### config.mk
export PLATFORM = sky130hd
export DESIGN_NAME = issue_stage
export DESIGN_NICKNAME = d
export VERILOG_FILES = /design/src/design/issue_pkg.sv /design/src/design/rv32i_field_decoder.sv /design/src/design/rename_map_table.sv /design/src/design/phys_free_list.sv /design/src/design/rename_unit.sv /design/src/design/dispatch_credit_counter.sv /design/src/design/issue_output_reg.sv /design/src/design/issue_stage.sv
export SDC_FILE = /design/constraint.sdc
export NUM_CORES = 2
export LEC_CHECK = 0
export BUFFER_PORTS_ARGS = -buffer_cell sky130_fd_sc_hd__buf_2
export CAP_MARGIN = 20
export CORE_MARGIN = 2
export CORE_UTILIZATION = 43
export DETAILED_ROUTE_END_ITERATION = 10
export PLACE_DENSITY = 0.6
export SLEW_MARGIN = 20
export SYNTH_ARGS = -nofsm -noshare
export SYNTH_HDL_FRONTEND = slang
export SYNTH_SLANG_ARGS = --single-unit
### constraint.sdc
create_clock -name clk -period 8.85 [get_ports clk]
set_clock_uncertainty 0.15 [all_clocks]
set_input_delay 1.3275 -clock clk [delete_from_list [all_inputs] [get_ports clk]]
set_output_delay 1.3275 -clock clk [all_outputs]
set_load 0.1 [all_outputs]
### src/design/issue_pkg.sv
package issue_pkg;

    // ========================================
    // Sizes
    // ========================================
    localparam int ISSUE_WIDTH      = 3;    // Lanes per group
    localparam int ARCH_REGS        = 32;
    localparam int PHYS_REGS        = 64;
    localparam int FREE_SLOTS       = PHYS_REGS - ARCH_REGS;
    localparam int MAP_READS        = 3 * ISSUE_WIDTH;  // rs1, rs2 and rd per lane
    localparam int DISPATCH_CREDITS = 8;    // Downstream slots after reset
    localparam int CREDIT_W         = 4;

    typedef logic [31:0]                      xlen_t;
    typedef logic [$clog2(ARCH_REGS)-1:0]     arch_reg_t;
    typedef logic [$clog2(PHYS_REGS)-1:0]     phys_reg_t;
    typedef logic [CREDIT_W-1:0]              credit_t;
    typedef logic [ISSUE_WIDTH-1:0]           lane_mask_t;
    typedef logic [$clog2(FREE_SLOTS)-1:0]    free_idx_t;
    typedef logic [$clog2(FREE_SLOTS+1)-1:0]  free_count_t;

    // ========================================
    // Lane records
    // ========================================
    typedef struct packed {
        logic  valid;
        xlen_t instr;
        xlen_t pc;
        xlen_t imm;
    } fetch_lane_t;

    typedef struct packed {
        arch_reg_t rs1;
        arch_reg_t rs2;
        arch_reg_t rd;
        logic      writes_rd;
    } decoded_lane_t;

    typedef struct packed {
        logic      valid;
        xlen_t     pc;
        xlen_t     imm;
        phys_reg_t rs1_phys;
        phys_reg_t rs2_phys;
        phys_reg_t rd_phys;
        phys_reg_t old_rd_phys;     // Mapping replaced by rd, freed at commit
        arch_reg_t rd_arch;
    } renamed_lane_t;

    typedef struct packed {
        logic      valid;
        phys_reg_t phys;
    } commit_lane_t;

endpackage

### src/design/rv32i_field_decoder.sv
`timescale 1ns/1ps

module rv32i_field_decoder (
    input  issue_pkg::xlen_t         instr_i,
    output issue_pkg::decoded_lane_t decoded_o
);

    logic [6:0] opcode;
    logic       uses_rs1;
    logic       uses_rs2;
    logic       has_rd;

    assign opcode = instr_i[6:0];

    // Register usage per opcode class
    always_comb begin
        uses_rs1 = 1'b0;
        uses_rs2 = 1'b0;
        has_rd   = 1'b0;
        case (opcode)
            7'b0110111,                     // LUI
            7'b0010111,                     // AUIPC
            7'b1101111: begin               // JAL
                has_rd = 1'b1;
            end
            7'b1100111,                     // JALR
            7'b0000011,                     // Loads
            7'b0010011: begin               // OP-IMM
                has_rd   = 1'b1;
                uses_rs1 = 1'b1;
            end
            7'b0110011: begin               // OP
                has_rd   = 1'b1;
                uses_rs1 = 1'b1;
                uses_rs2 = 1'b1;
            end
            7'b1100011,                     // Branches
            7'b0100011: begin               // Stores
                uses_rs1 = 1'b1;
                uses_rs2 = 1'b1;
            end
            default: begin
                has_rd = 1'b0;              // FENCE, SYSTEM and unknown touch no register
            end
        endcase
    end

    assign decoded_o.rs1       = uses_rs1 ? instr_i[19:15] : '0;
    assign decoded_o.rs2       = uses_rs2 ? instr_i[24:20] : '0;
    assign decoded_o.rd        = has_rd ? instr_i[11:7] : '0;
    assign decoded_o.writes_rd = has_rd && (instr_i[11:7] != '0);   // x0 is never renamed

endmodule

### src/design/rename_map_table.sv
`timescale 1ns/1ps

module rename_map_table (
    input  logic                  clk,
    input  logic                  reset,
    input  issue_pkg::arch_reg_t  rd_addr_i [issue_pkg::MAP_READS],
    output issue_pkg::phys_reg_t  rd_data_o [issue_pkg::MAP_READS],
    input  issue_pkg::lane_mask_t wr_en_i,
    input  issue_pkg::arch_reg_t  wr_arch_i [issue_pkg::ISSUE_WIDTH],
    input  issue_pkg::phys_reg_t  wr_phys_i [issue_pkg::ISSUE_WIDTH]
);

    issue_pkg::phys_reg_t map_q [issue_pkg::ARCH_REGS];

    // Asynchronous read ports
    always_comb begin
        for (int r = 0; r < issue_pkg::MAP_READS; r++) begin
            rd_data_o[r] = map_q[rd_addr_i[r]];
        end
    end

    always_ff @(posedge clk or negedge reset) begin
        if (!reset) begin
            for (int a = 0; a < issue_pkg::ARCH_REGS; a++) begin
                map_q[a] <= issue_pkg::phys_reg_t'(a);     // Identity mapping
            end
        end else begin
            // Later lanes are younger, so the last write to an entry must stick
            for (int l = 0; l < issue_pkg::ISSUE_WIDTH; l++) begin
                if (wr_en_i[l]) begin
                    map_q[wr_arch_i[l]] <= wr_phys_i[l];
                end
            end
        end
    end

endmodule

### src/design/phys_free_list.sv
`timescale 1ns/1ps

module phys_free_list (
    input  logic                   clk,
    input  logic                   reset,
    input  issue_pkg::lane_mask_t  alloc_mask_i,
    output issue_pkg::phys_reg_t   alloc_phys_o [issue_pkg::ISSUE_WIDTH],
    output issue_pkg::free_count_t free_count_o,
    input  issue_pkg::commit_lane_t release_i   [issue_pkg::ISSUE_WIDTH]
);

    issue_pkg::phys_reg_t   list_q [issue_pkg::FREE_SLOTS];
    issue_pkg::free_idx_t   head_q;
    issue_pkg::free_idx_t   tail_q;
    issue_pkg::free_count_t count_q;

    issue_pkg::free_idx_t   alloc_ptr;                          // Head after this allocation
    issue_pkg::free_idx_t   rel_ptr;                            // Tail after these releases
    issue_pkg::free_idx_t   rel_idx [issue_pkg::ISSUE_WIDTH];
    issue_pkg::lane_mask_t  rel_mask;

    // Marked lanes take consecutive entries from the head
    always_comb begin
        alloc_ptr = head_q;
        for (int l = 0; l < issue_pkg::ISSUE_WIDTH; l++) begin
            alloc_phys_o[l] = list_q[alloc_ptr];
            if (alloc_mask_i[l]) begin
                alloc_ptr = alloc_ptr + 1'b1;
            end
        end
    end

    // Released registers pack in lane order at the tail
    always_comb begin
        rel_ptr = tail_q;
        for (int l = 0; l < issue_pkg::ISSUE_WIDTH; l++) begin
            rel_idx[l]  = rel_ptr;
            rel_mask[l] = release_i[l].valid;
            if (release_i[l].valid) begin
                rel_ptr = rel_ptr + 1'b1;
            end
        end
    end

    always_ff @(posedge clk or negedge reset) begin
        if (!reset) begin
            for (int i = 0; i < issue_pkg::FREE_SLOTS; i++) begin
                list_q[i] <= issue_pkg::phys_reg_t'(issue_pkg::ARCH_REGS + i);
            end
            head_q  <= '0;
            tail_q  <= '0;                                      // Full list wraps tail onto head
            count_q <= issue_pkg::free_count_t'(issue_pkg::FREE_SLOTS);
        end else begin
            for (int l = 0; l < issue_pkg::ISSUE_WIDTH; l++) begin
                if (release_i[l].valid) begin
                    list_q[rel_idx[l]] <= release_i[l].phys;
                end
            end
            head_q  <= alloc_ptr;
            tail_q  <= rel_ptr;
            count_q <= count_q + issue_pkg::free_count_t'($countones(rel_mask))
                               - issue_pkg::free_count_t'($countones(alloc_mask_i));
        end
    end

    assign free_count_o = count_q;

endmodule

### src/design/rename_unit.sv
`timescale 1ns/1ps

module rename_unit (
    input  logic                      clk,
    input  logic                      reset,
    input  logic                      flush_i,
    input  issue_pkg::fetch_lane_t    fetch_i   [issue_pkg::ISSUE_WIDTH],
    input  issue_pkg::decoded_lane_t  decoded_i [issue_pkg::ISSUE_WIDTH],
    input  issue_pkg::commit_lane_t   commit_i  [issue_pkg::ISSUE_WIDTH],
    input  issue_pkg::credit_t        credits_i,
    output logic                      accept_o,
    output issue_pkg::credit_t        issued_count_o,
    output issue_pkg::renamed_lane_t  renamed_o [issue_pkg::ISSUE_WIDTH]
);

    issue_pkg::lane_mask_t  valid_mask;
    issue_pkg::lane_mask_t  need_mask;                          // Valid lanes writing rd
    issue_pkg::lane_mask_t  alloc_mask;
    issue_pkg::free_count_t free_count;
    issue_pkg::free_count_t need_count;
    issue_pkg::credit_t     valid_count;
    issue_pkg::arch_reg_t   map_addr   [issue_pkg::MAP_READS];
    issue_pkg::phys_reg_t   map_data   [issue_pkg::MAP_READS];
    issue_pkg::arch_reg_t   wr_arch    [issue_pkg::ISSUE_WIDTH];
    issue_pkg::phys_reg_t   alloc_phys [issue_pkg::ISSUE_WIDTH];

    always_comb begin
        for (int l = 0; l < issue_pkg::ISSUE_WIDTH; l++) begin
            valid_mask[l]   = fetch_i[l].valid;
            need_mask[l]    = fetch_i[l].valid && decoded_i[l].writes_rd;
            map_addr[3*l]   = decoded_i[l].rs1;
            map_addr[3*l+1] = decoded_i[l].rs2;
            map_addr[3*l+2] = decoded_i[l].rd;
            wr_arch[l]      = decoded_i[l].rd;
        end
    end

    // ========================================
    // Group acceptance
    // ========================================
    assign need_count     = issue_pkg::free_count_t'($countones(need_mask));
    assign valid_count    = issue_pkg::credit_t'($countones(valid_mask));
    assign accept_o       = !flush_i && (free_count >= need_count) && (credits_i >= valid_count);
    assign alloc_mask     = accept_o ? need_mask : '0;
    assign issued_count_o = accept_o ? valid_count : '0;

    rename_map_table map_table_inst (
        .clk       (clk),
        .reset     (reset),
        .rd_addr_i (map_addr),
        .rd_data_o (map_data),
        .wr_en_i   (alloc_mask),
        .wr_arch_i (wr_arch),
        .wr_phys_i (alloc_phys)
    );

    phys_free_list free_list_inst (
        .clk          (clk),
        .reset        (reset),
        .alloc_mask_i (alloc_mask),
        .alloc_phys_o (alloc_phys),
        .free_count_o (free_count),
        .release_i    (commit_i)
    );

    // Table lookup, then bypass from older lanes of the same group
    // x0 needs no case of its own since its entry stays at phys 0
    always_comb begin
        for (int l = 0; l < issue_pkg::ISSUE_WIDTH; l++) begin
            renamed_o[l].valid       = fetch_i[l].valid;
            renamed_o[l].pc          = fetch_i[l].pc;
            renamed_o[l].imm         = fetch_i[l].imm;
            renamed_o[l].rd_arch     = decoded_i[l].rd;
            renamed_o[l].rs1_phys    = map_data[3*l];
            renamed_o[l].rs2_phys    = map_data[3*l+1];
            renamed_o[l].old_rd_phys = map_data[3*l+2];
            for (int k = 0; k < l; k++) begin
                if (need_mask[k] && decoded_i[k].rd == decoded_i[l].rs1) begin
                    renamed_o[l].rs1_phys = alloc_phys[k];
                end
                if (need_mask[k] && decoded_i[k].rd == decoded_i[l].rs2) begin
                    renamed_o[l].rs2_phys = alloc_phys[k];
                end
                if (need_mask[k] && decoded_i[k].rd == decoded_i[l].rd) begin
                    renamed_o[l].old_rd_phys = alloc_phys[k];   // Overwritten within group
                end
            end
            renamed_o[l].rd_phys = need_mask[l] ? alloc_phys[l] : '0;
            if (!need_mask[l]) begin
                renamed_o[l].old_rd_phys = '0;
            end
        end
    end

endmodule

### src/design/dispatch_credit_counter.sv
`timescale 1ns/1ps

module dispatch_credit_counter (
    input  logic               clk,
    input  logic               reset,
    input  issue_pkg::credit_t issued_count_i,     // Lanes accepted this edge
    input  issue_pkg::credit_t returned_count_i,   // Slots freed by dispatch
    input  issue_pkg::credit_t restored_count_i,   // Lanes dropped by flush
    output issue_pkg::credit_t credits_o
);

    issue_pkg::credit_t credits_q;

    // Never underflows since acceptance is gated by this count
    always_ff @(posedge clk or negedge reset) begin
        if (!reset) begin
            credits_q <= issue_pkg::credit_t'(issue_pkg::DISPATCH_CREDITS);
        end else begin
            credits_q <= credits_q + returned_count_i + restored_count_i - issued_count_i;
        end
    end

    assign credits_o = credits_q;

endmodule

### src/design/issue_output_reg.sv
`timescale 1ns/1ps

module issue_output_reg (
    input  logic                     clk,
    input  logic                     reset,
    input  logic                     flush_i,
    input  logic                     load_i,
    input  issue_pkg::renamed_lane_t lanes_i [issue_pkg::ISSUE_WIDTH],
    output issue_pkg::renamed_lane_t lanes_o [issue_pkg::ISSUE_WIDTH],
    output issue_pkg::credit_t       discarded_count_o
);

    issue_pkg::lane_mask_t    in_valid;
    issue_pkg::lane_mask_t    valid_q;
    issue_pkg::renamed_lane_t data_q [issue_pkg::ISSUE_WIDTH];

    always_comb begin
        for (int l = 0; l < issue_pkg::ISSUE_WIDTH; l++) begin
            in_valid[l] = lanes_i[l].valid;
        end
    end

    // Lanes live for a single cycle unless a new group is loaded
    always_ff @(posedge clk or negedge reset) begin
        if (!reset) begin
            valid_q <= '0;
        end else begin
            valid_q <= (load_i && !flush_i) ? in_valid : '0;
        end
    end

    always_ff @(posedge clk) begin
        for (int l = 0; l < issue_pkg::ISSUE_WIDTH; l++) begin
            if (flush_i) begin
                data_q[l] <= '0;
            end else if (load_i) begin
                data_q[l] <= lanes_i[l];
            end
        end
    end

    always_comb begin
        for (int l = 0; l < issue_pkg::ISSUE_WIDTH; l++) begin
            lanes_o[l]       = data_q[l];
            lanes_o[l].valid = valid_q[l];
        end
    end

    // Credits of the lanes dropped at this edge go back to the counter
    assign discarded_count_o = flush_i ? issue_pkg::credit_t'($countones(valid_q)) : '0;

endmodule

### src/design/issue_stage.sv
`timescale 1ns/1ps

module issue_stage (
    input  logic                     clk,
    input  logic                     reset,
    input  logic                     flush_i,
    input  issue_pkg::fetch_lane_t   fetch_i    [issue_pkg::ISSUE_WIDTH],
    output logic                     group_ready_o,
    input  issue_pkg::credit_t       credit_return_i,
    input  issue_pkg::commit_lane_t  commit_i   [issue_pkg::ISSUE_WIDTH],
    output issue_pkg::renamed_lane_t dispatch_o [issue_pkg::ISSUE_WIDTH]
);

    issue_pkg::decoded_lane_t decoded [issue_pkg::ISSUE_WIDTH];
    issue_pkg::renamed_lane_t renamed [issue_pkg::ISSUE_WIDTH];
    issue_pkg::credit_t       credits;
    issue_pkg::credit_t       issued_count;
    issue_pkg::credit_t       discarded_count;

    // ========================================
    // Per-lane field decode
    // ========================================
    for (genvar g = 0; g < issue_pkg::ISSUE_WIDTH; g++) begin : g_decode
        rv32i_field_decoder decoder_inst (
            .instr_i   (fetch_i[g].instr),
            .decoded_o (decoded[g])
        );
    end

    rename_unit rename_inst (
        .clk            (clk),
        .reset          (reset),
        .flush_i        (flush_i),
        .fetch_i        (fetch_i),
        .decoded_i      (decoded),
        .commit_i       (commit_i),
        .credits_i      (credits),
        .accept_o       (group_ready_o),    // Ready and accept are the same condition
        .issued_count_o (issued_count),
        .renamed_o      (renamed)
    );

    dispatch_credit_counter credit_inst (
        .clk              (clk),
        .reset            (reset),
        .issued_count_i   (issued_count),
        .returned_count_i (credit_return_i),
        .restored_count_i (discarded_count),
        .credits_o        (credits)
    );

    issue_output_reg output_inst (
        .clk               (clk),
        .reset             (reset),
        .flush_i           (flush_i),
        .load_i            (group_ready_o),
        .lanes_i           (renamed),
        .lanes_o           (dispatch_o),
        .discarded_count_o (discarded_count)
    );

endmodule

**Word-level counts from Yosys, hierarchy flattened**

Memory sizes are Yosys's and may differ from the RTL's.
Cells that the tools add are included.

- Register bits: 407
- RAM bits: 282
- Bits of input ports: 319
- Output and inout bits: 283
- Logic and storage cells: 316
- Memories kept: 1

Memory list:

| memory | words | width | rd ports | clocked after memory_dff | wr ports | line | text |
|---|---|---|---|---|---|---|---|
| output_inst.data_q | 3 | 94 | 3 | 0 | 3 | issue_output_reg.sv:15 | `issue_pkg::renamed_lane_t data_q [issue_pkg::ISSUE_WIDTH];` |

- $add $sub $neg: 21
- Magnitude comparators: 23
- Equality and inequality tests: 36
- Muxes and demuxes: 111
- Bitwise gates (word level): 18
- Reduce and logical (&&, ||, !) cells: 37

Operators with widths:

| operator | count |
|---|---|
| $bwmux W192 | 6 |
| $mux W192 | 6 |
| $bmux W6 S5 | 12 |
| $mux W94 | 3 |
| $mux W6 | 45 |
| $demux W6 S5 | 6 |
| $ge A6 B6 Y1 const B | 15 |
| $not A5 Y6 | 15 |
| $mux W5 | 15 |
| $eq A7 B6 Y1 const B | 9 |
| $eq A7 B7 Y1 const B | 9 |
| $eq A5 B5 Y1 | 9 |
| $eq A7 B5 Y1 const B | 6 |
| $lt A6 B1 Y1 const B | 6 |
| $add A5 B1 Y5 const B | 6 |
| $logic_and A1 B1 Y1 | 24 |
| $eq A7 B2 Y1 const B | 3 |
| $reduce_or A7 Y1 | 3 |
| $reduce_or A6 Y1 | 3 |
| $reduce_bool A5 Y1 | 3 |
| $mux W1 | 14 |
| $add A1 B1 Y2 | 5 |
| $reduce_or A3 Y1 | 3 |
| $add A4 B1 Y4 | 2 |
| other kinds (12) | 18 |

**Logic depth before layout (Yosys ltp)**

- Word-level depth: 20
- Gate-level depth with buffers: 30
- Mapped depth without buffers: 24

**By module**

From an unflattened synthesis, not the netlist that was laid out.

- Cell total of the unflattened synthesis: 5253
- Area total of the unflattened synthesis: 58919.0 µm²

Modules (own cells, without submodules):

| module | instances | cells an instance | area an instance (µm²) | seq. area each (µm²) |
|---|---|---|---|---|
| rename_map_table | 1 | 2191 | 25280.5 | 4904.7 |
| phys_free_list | 1 | 1849 | 18056.1 | 5346.4 |
| issue_output_reg | 1 | 636 | 11312.1 | 8453.1 |
| rename_unit | 1 | 462 | 3326.9 | 0.0 |
| rv32i_field_decoder | 3 | 29 | 196.4 | 0.0 |
| dispatch_credit_counter | 1 | 28 | 354.1 | 101.3 |

**Least setup slack after synthesis**

No wires, ideal clock.

- Path type: in2reg
- From: input fetch_i[164] (netlist name)
- To: memory output_inst.data_q[0][0] (netlist name) (enable)
- Library setup time: 0.692 ns
- Data arrival time: 10.958 ns
- Required time: 8.008 ns
- Path slack: -2.950 ns
- Stages: 16
- Path buffers: 6
- Cells stage by stage: nand3b_1 > o32ai_1 > clkbuf_1 > nand2_1 > inv_1 > fa_1 > ha_1 > nand2b_1 > a211oi_1 > or4_1 > clkbuf_1 > buf_2 > buf_2 > buf_2 > buf_1 > nand2b_1

RTL lines:

| item | line | text |
|---|---|---|
| start: declaration | issue_stage.sv:7 | `input issue_pkg::fetch_lane_t fetch_i [issue_pkg::ISSUE_WIDTH],` |
| end: declaration | issue_output_reg.sv:15 |  |

**Worst setup path in the final report**

- From: input fetch_i[68] (netlist name)
- To: register rename_inst.map_table_inst.map_q[13] (netlist name)

- Longest elaborated chain between the ends: 19
- Elaborated cells on any way between the ends: 39
- Those cells by class: add/sub: 2; order compare: 3; eq/ne: 7; mux: 18; bitwise: 3; reduce/logical: 6

Ends and longest elaborated chain:

| item | line | text |
|---|---|---|
| $eq A7 B6 Y1 (tied with other cells) | rv32i_field_decoder.sv:20 | `case (opcode)` |
| $reduce_or A7 Y1 (no line) (*) | -- |  |
| $mux W1 (*) | rv32i_field_decoder.sv:20 |  |
| $logic_and A1 B1 Y1 | rv32i_field_decoder.sv:51 | `assign decoded_o.writes_rd = has_rd && (instr_i[11:7] != '0);` |
| $logic_and A1 B1 Y1 | rename_unit.sv:30 | `need_mask[l] = fetch_i[l].valid && decoded_i[l].writes_rd;` |
| $add A6 B1 Y6 (implied by the code) | rename_unit.sv:41 | `assign need_count = issue_pkg::free_count_t'($countones(need_mask));` |
| $ge A6 B6 Y1 | rename_unit.sv:43 | `assign accept_o = !flush_i && (free_count >= need_count) && (credits_i >= valid_count);` |
| $logic_and A1 B1 Y1 (2 in series) | rename_unit.sv:43 |  |
| [2 not listed] | -- |  |
| $add A5 B1 Y5 / $not A5 Y6 (equally long branches) | phys_free_list.sv:28, phys_free_list.sv:26 |  |
| $mux W5 / $bmux W6 S5 (equally long branches) | phys_free_list.sv:27, phys_free_list.sv:26 |  |
| $not A5 Y6 (implied by the code) / $mux W6 (equally long branches) | phys_free_list.sv:26 | `alloc_phys_o[l] = list_q[alloc_ptr];` |
| $bmux W6 S5 / $mux W6 (equally long branches) | phys_free_list.sv:26 |  |
| $mux W6 (implied by the code) / $bwmux W192 (equally long branches) | phys_free_list.sv:26, rename_map_table.sv:31 |  |
| $mux W6 (implied by the code) / $mux W192 (equally long branches) | phys_free_list.sv:26, rename_map_table.sv:30 |  |
| $bwmux W192 | rename_map_table.sv:31 | `map_q[wr_arch_i[l]] <= wr_phys_i[l];` |
| $mux W192 (*) | rename_map_table.sv:30 | `if (wr_en_i[l]) begin` |
| end signal: indexed assignment | rename_map_table.sv:25 | `map_q[a] <= issue_pkg::phys_reg_t'(a);` |
| end signal: indexed assignment | rename_map_table.sv:31 |  |
| end: declaration | rename_map_table.sv:13 | `issue_pkg::phys_reg_t map_q [issue_pkg::ARCH_REGS];` |

Mark *: on every way between the ends. The rest lies on a longest branch, timed or not. The select of a mux whose other input is x is not followed.

==> reports/summary.txt <==
OUTCOME
------------------------------------------------------------------------------------------------------
Result of the run ....................................................................... finished, final reports clean

LAYOUT
------------------------------------------------------------------------------------------------------
Share of post-route cells with drive strength above 1 ...................................        0.231
Final nets ..............................................................................         7076
Fill count ..............................................................................        12622
Summed area of non-filler cells in the final layout .....................................   0.0646 mm2
Final core area utilization .............................................................        0.484
Growth of design area from synthesis to finish ..........................................        11.8%

CRITICAL PATH
------------------------------------------------------------------------------------------------------
Worst reg-to-reg path cell count ........................................................           20
Maximum fanout encountered on the critical timing path ..................................           15
Type of element capturing the critical path .............................................     register
Crit path arrival time ..................................................................      8.43 ns
Critical path class .....................................................................       in2reg
Critical path data required time ........................................................      9.28 ns
Critical Path Source Type ...............................................................   input port

FLOW RUN
------------------------------------------------------------------------------------------------------
Max capacitance violation total .........................................................            0

POWER
------------------------------------------------------------------------------------------------------
Power per standard cell area ............................................................   337 mW/mm2
Sw Share ................................................................................        0.554
Seq pwr share ...........................................................................        0.262
Part of the power in combinational logic ................................................        0.570
Power spent charging and discharging nets ...............................................      12.1 mW
Highest ir drop seen on vdd .............................................................   0.000453 V
Leakage power figure ....................................................................      25.2 nW
Share of total power in the clock network ...............................................        0.168
Cell internal pwr .......................................................................      9.71 mW

CLOCK TREE
------------------------------------------------------------------------------------------------------
Clock transition at the register clock pins on the worst setup and hold paths after CTS .      0.06 ns
Root buffer selected by CTS ............................................................. sky130_fd_sc_hd__clkbuf_16
Setup Buffers After CTS .................................................................            0
CTS tree ................................................................................         done
CTS H-tree depth ........................................................................            3
Skew-Pair Late Insertion Delay ..........................................................      0.74 ns
Cts-stage hold buffer count .............................................................            0
Clock tree buffer depth .................................................................            3
Number of sinks handled by clock tree synthesis .........................................          686
Number of cells upsized or downsized after cts ..........................................            0
Inserted Clock Buffers ..................................................................           81

PLACED DESIGN
------------------------------------------------------------------------------------------------------
Instance area at placement ..............................................................   0.0617 mm2
Post-detail-place hpwl ..................................................................       211 mm
Gpl congestion ..........................................................................         1.08
Number of port buffers ..................................................................          571
Pre-CTS setup slack .....................................................................     0.336 ns

GLOBAL ROUTING
------------------------------------------------------------------------------------------------------
Total global-route track usage ..........................................................        0.423
Met3 layer usage reported by global route ...............................................        0.177
Largest net degree at the start of global routing .......................................          155
Wire length of the first global-routing pass ............................................       416 mm
Number of global-route vias before repair ...............................................        54140
Top Usage Layer GRT .....................................................................         met2
Global-route met1 utilization ...........................................................        0.550
Total congestion overflow ...............................................................            0
Met2 layer usage reported by global route ...............................................        0.588
Antenna violations before repair ........................................................           54

DIE
------------------------------------------------------------------------------------------------------
Floorplan die height ....................................................................       371 um
Die width ...............................................................................       371 um
I/O Pins ................................................................................          602
Die Outline Area ........................................................................    0.137 mm2
Initial standard-cell utilization of the core ...........................................        0.433
Area of the core ........................................................................    0.133 mm2
Number of core rows .....................................................................          134

YOSYS
------------------------------------------------------------------------------------------------------
Number of enable flip-flop cells after synthesis ........................................          279
Portion of the post-synthesis area used by sequential elements ..........................        0.325
Dominant synthesized flop cell .......................................................... sky130_fd_sc_hd__edfxtp_1
Per-instance average area after synthesis ...............................................     8.64 um2
Post-synthesis sequential element count .................................................          686
Post-synthesis instance area ............................................................   0.0578 mm2
Unique cell type count in the Yosys netlist .............................................           91
Count of warnings emitted by yosys ......................................................            0
Synth async-reset ratio .................................................................        0.593
Synthesized netlist net count ...........................................................         7065
Synthesized instance count ..............................................................         6695

ROUTE
------------------------------------------------------------------------------------------------------
Starting DRT DRC Count ..................................................................         9987
Total wire length .......................................................................       301 mm
Post-detailed-route via-to-cell ratio ...................................................         7.01
Number of remaining DRC errors ..........................................................            0
Per-cell routed wire length .............................................................      35.1 um
DRT Pass-1 Iters ........................................................................            8
Number of nets with antenna violations after routing ....................................            0
Total number of vias ....................................................................        60075

STA
------------------------------------------------------------------------------------------------------
Post-route clock period utilization .....................................................        0.903
Final max-slew violation count ..........................................................            0
Final count of hold timing violations ...................................................            0
Achievable Freq .........................................................................    0.125 GHz
Transition time of the tightest slew-check pin ..........................................      1.15 ns
Final WS setup ..........................................................................     0.856 ns
Setup Viol. Count Final .................................................................            0
Shortest clock period the worst path allows after layout ................................      7.99 ns
Relative slew margins ...................................................................        0.232
Setup_tns ...............................................................................         0 ns
Setup repair after global routing missed its margin .....................................        false
Worst hold slack after final layout .....................................................     0.353 ns

MIN PATH
------------------------------------------------------------------------------------------------------
Path class of the lowest-slack min-delay path ...........................................      reg2reg
Worst hold path depth ...................................................................            1

==> final timing paths <==
path                                                     endpoint                      from  slack, ns
max in group asynchronous   rename_inst.map_table_inst.map_q[188]                     reset       6.47
hold / removal                           credit_inst.credits_o[3]  credit_inst.credits_o[3]       0.35
setup / recovery             rename_inst.map_table_inst.map_q[13]               fetch_i[68]       0.86
min in group asynchronous  rename_inst.free_list_inst.list_q[106]                     reset       0.49
setup reg to reg             rename_inst.map_table_inst.map_q[13]  credit_inst.credits_o[0]       2.64
hold reg to reg                          credit_inst.credits_o[3]  credit_inst.credits_o[3]       0.35
==> cell type report <==
class / instances / area (um2) / share of cell area
inverters: 70 / 268 / 0.00414
flip-flops and latches: 686 / 18800 / 0.291
clock buffers: 103 / 2200 / 0.0340
repair buffers: 782 / 4660 / 0.0721
multi-input cells: 5085 / 35800 / 0.553
diodes: 27 / 67.6 / 0.00105
clock inverters: 48 / 649 / 0.0100
well taps: 1768 / 2210 / 0.0342
==> power groups by stage <==
stage / logic (mW) / clock network [mW] / registers, mW
5_1_grt: 12.8 / 3.81 / 5.74
6_report: 12.4 / 3.66 / 5.71
4_1_cts: 12.1 / 3.69 / 5.63
2_1_floorplan: 5.05 / 0 / 8.55
3_5_place_dp: 12.1 / 0 / 5.68
3_3_place_gp: 12.0 / 0 / 5.65
==> synthesized netlist by cell type, types with 99 or more instances <==
| library cell | count | area (um2) |
|---|---|---|
| sky130_fd_sc_hd__a211oi_1 | 450 | 3380 |
| sky130_fd_sc_hd__a21oi_1 | 503 | 2520 |
| sky130_fd_sc_hd__and2_1 | 212 | 1330 |
| sky130_fd_sc_hd__buf_1 | 120 | 450 |
| sky130_fd_sc_hd__clkbuf_1 | 666 | 2500 |
| sky130_fd_sc_hd__dfrtp_1 | 213 | 5330 |
| sky130_fd_sc_hd__dfstp_2 | 194 | 5100 |
| sky130_fd_sc_hd__edfxtp_1 | 279 | 8380 |
| sky130_fd_sc_hd__mux2i_1 | 404 | 4040 |
| sky130_fd_sc_hd__mux4_2 | 307 | 6910 |
| sky130_fd_sc_hd__nand2_1 | 701 | 2630 |
| sky130_fd_sc_hd__nand3_1 | 115 | 576 |
| sky130_fd_sc_hd__nor2_1 | 857 | 3220 |
| sky130_fd_sc_hd__o211ai_1 | 99 | 743 |
| sky130_fd_sc_hd__o21ai_0 | 541 | 2710 |
==> cells by family (layout without fill, tap and decap cells) <==
| kind of cell | after synthesis | after routing | synth area share |
|---|---|---|---|
| fa+ha+maj | 51 | 51 | 0.0127 |
| simple gates | 2183 | 2183 | 0.166 |
| other cells | 0 | 27 | 0 |
| compound gates | 2015 | 2015 | 0.222 |
| mux | 778 | 778 | 0.203 |
| buf+inv | 924 | 1003 | 0.0623 |
| xor+xnor | 58 | 58 | 0.00937 |
| flops | 686 | 686 | 0.325 |
==> worst max-delay path, stage by stage <==
cell and delay (ns):
sky130_fd_sc_hd__buf_2 0.13, sky130_fd_sc_hd__o21bai_1 0.17, sky130_fd_sc_hd__a32oi_1 0.62, sky130_fd_sc_hd__nor2_2 0.12, sky130_fd_sc_hd__o311a_1 0.29, sky130_fd_sc_hd__fa_1 0.53
sky130_fd_sc_hd__ha_1 0.28, sky130_fd_sc_hd__nand2b_1 0.09, sky130_fd_sc_hd__a211oi_1 0.08, sky130_fd_sc_hd__or4_4 0.59, sky130_fd_sc_hd__inv_6 0.18, sky130_fd_sc_hd__a21boi_1 0.14
sky130_fd_sc_hd__or2_2 0.34, sky130_fd_sc_hd__ha_1 0.21, sky130_fd_sc_hd__nand3_1 0.15, sky130_fd_sc_hd__xnor2_1 0.20, sky130_fd_sc_hd__or3_1 0.43, sky130_fd_sc_hd__buf_4 0.20
sky130_fd_sc_hd__and3_1 0.18, sky130_fd_sc_hd__o311ai_0 0.37, sky130_fd_sc_hd__a2111oi_0 0.23, sky130_fd_sc_hd__or3_1 0.43, sky130_fd_sc_hd__a21oi_4 0.70, sky130_fd_sc_hd__buf_4 0.34
sky130_fd_sc_hd__a21oi_1 0.08
==> flip-flops by register name (all words and copies together), names as in the netlist <==
name,flops
rename_inst.map_table_inst.map_q,192
rename_inst.free_list_inst.tail_q,5
rename_inst.free_list_inst.free_count_o,6
rename_inst.free_list_inst.head_q,5
credit_inst.credits_o,4
output_inst.data_q,279
rename_inst.free_list_inst.list_q,192
output_inst.valid_q,3
==> placed cells by master, fill, tap and decap left out, types with 15 or more instances in the layout <==
cell / instances
sky130_fd_sc_hd__mux4_2: 307
sky130_fd_sc_hd__dfstp_2: 194
sky130_fd_sc_hd__o221ai_1: 77
sky130_fd_sc_hd__buf_12: 16
sky130_fd_sc_hd__a2111oi_0: 17
sky130_fd_sc_hd__buf_2: 566
sky130_fd_sc_hd__inv_1: 61
sky130_fd_sc_hd__clkbuf_16: 81
sky130_fd_sc_hd__nand3_1: 114
sky130_fd_sc_hd__ha_1: 38
sky130_fd_sc_hd__o211ai_1: 99
sky130_fd_sc_hd__a32oi_1: 17
sky130_fd_sc_hd__diode_2: 27
sky130_fd_sc_hd__a21oi_1: 503
sky130_fd_sc_hd__dfrtp_1: 210
sky130_fd_sc_hd__or3_1: 21
sky130_fd_sc_hd__mux2i_1: 397
sky130_fd_sc_hd__nor3_1: 49
sky130_fd_sc_hd__nor2_1: 855
sky130_fd_sc_hd__nand2_1: 690
sky130_fd_sc_hd__a31oi_1: 28
sky130_fd_sc_hd__a221oi_1: 47
sky130_fd_sc_hd__buf_4: 199
sky130_fd_sc_hd__xor2_1: 15
sky130_fd_sc_hd__edfxtp_1: 279
sky130_fd_sc_hd__o21ai_0: 539
sky130_fd_sc_hd__o22ai_1: 53
sky130_fd_sc_hd__a311oi_1: 31
sky130_fd_sc_hd__nand4_1: 19
sky130_fd_sc_hd__and2_1: 211
sky130_fd_sc_hd__a22oi_1: 29
sky130_fd_sc_hd__and3_1: 77
sky130_fd_sc_hd__nor2b_1: 15
sky130_fd_sc_hd__nand2b_1: 42
sky130_fd_sc_hd__xnor2_1: 39
sky130_fd_sc_hd__a211oi_1: 450
sky130_fd_sc_hd__mux2_2: 67
==> routing by layer <==
layer  share of wire  wire length (um)
met4           0.065             19700
met5         0.00094               282
met1            0.37            112000
met3            0.16             47100
met2            0.41            122000
==> metrics by stage <==
stage / power [mW] / instances
finish: 21.8 / 8569
CTS: 21.4 / 8542
detailed placement: 17.7 / 8391
global route: 22.3 / 8553
global placement: 17.6 / 8391
floorplan: 13.6 / 6695
No activity file was read; power rests on OpenSTA's default activity.
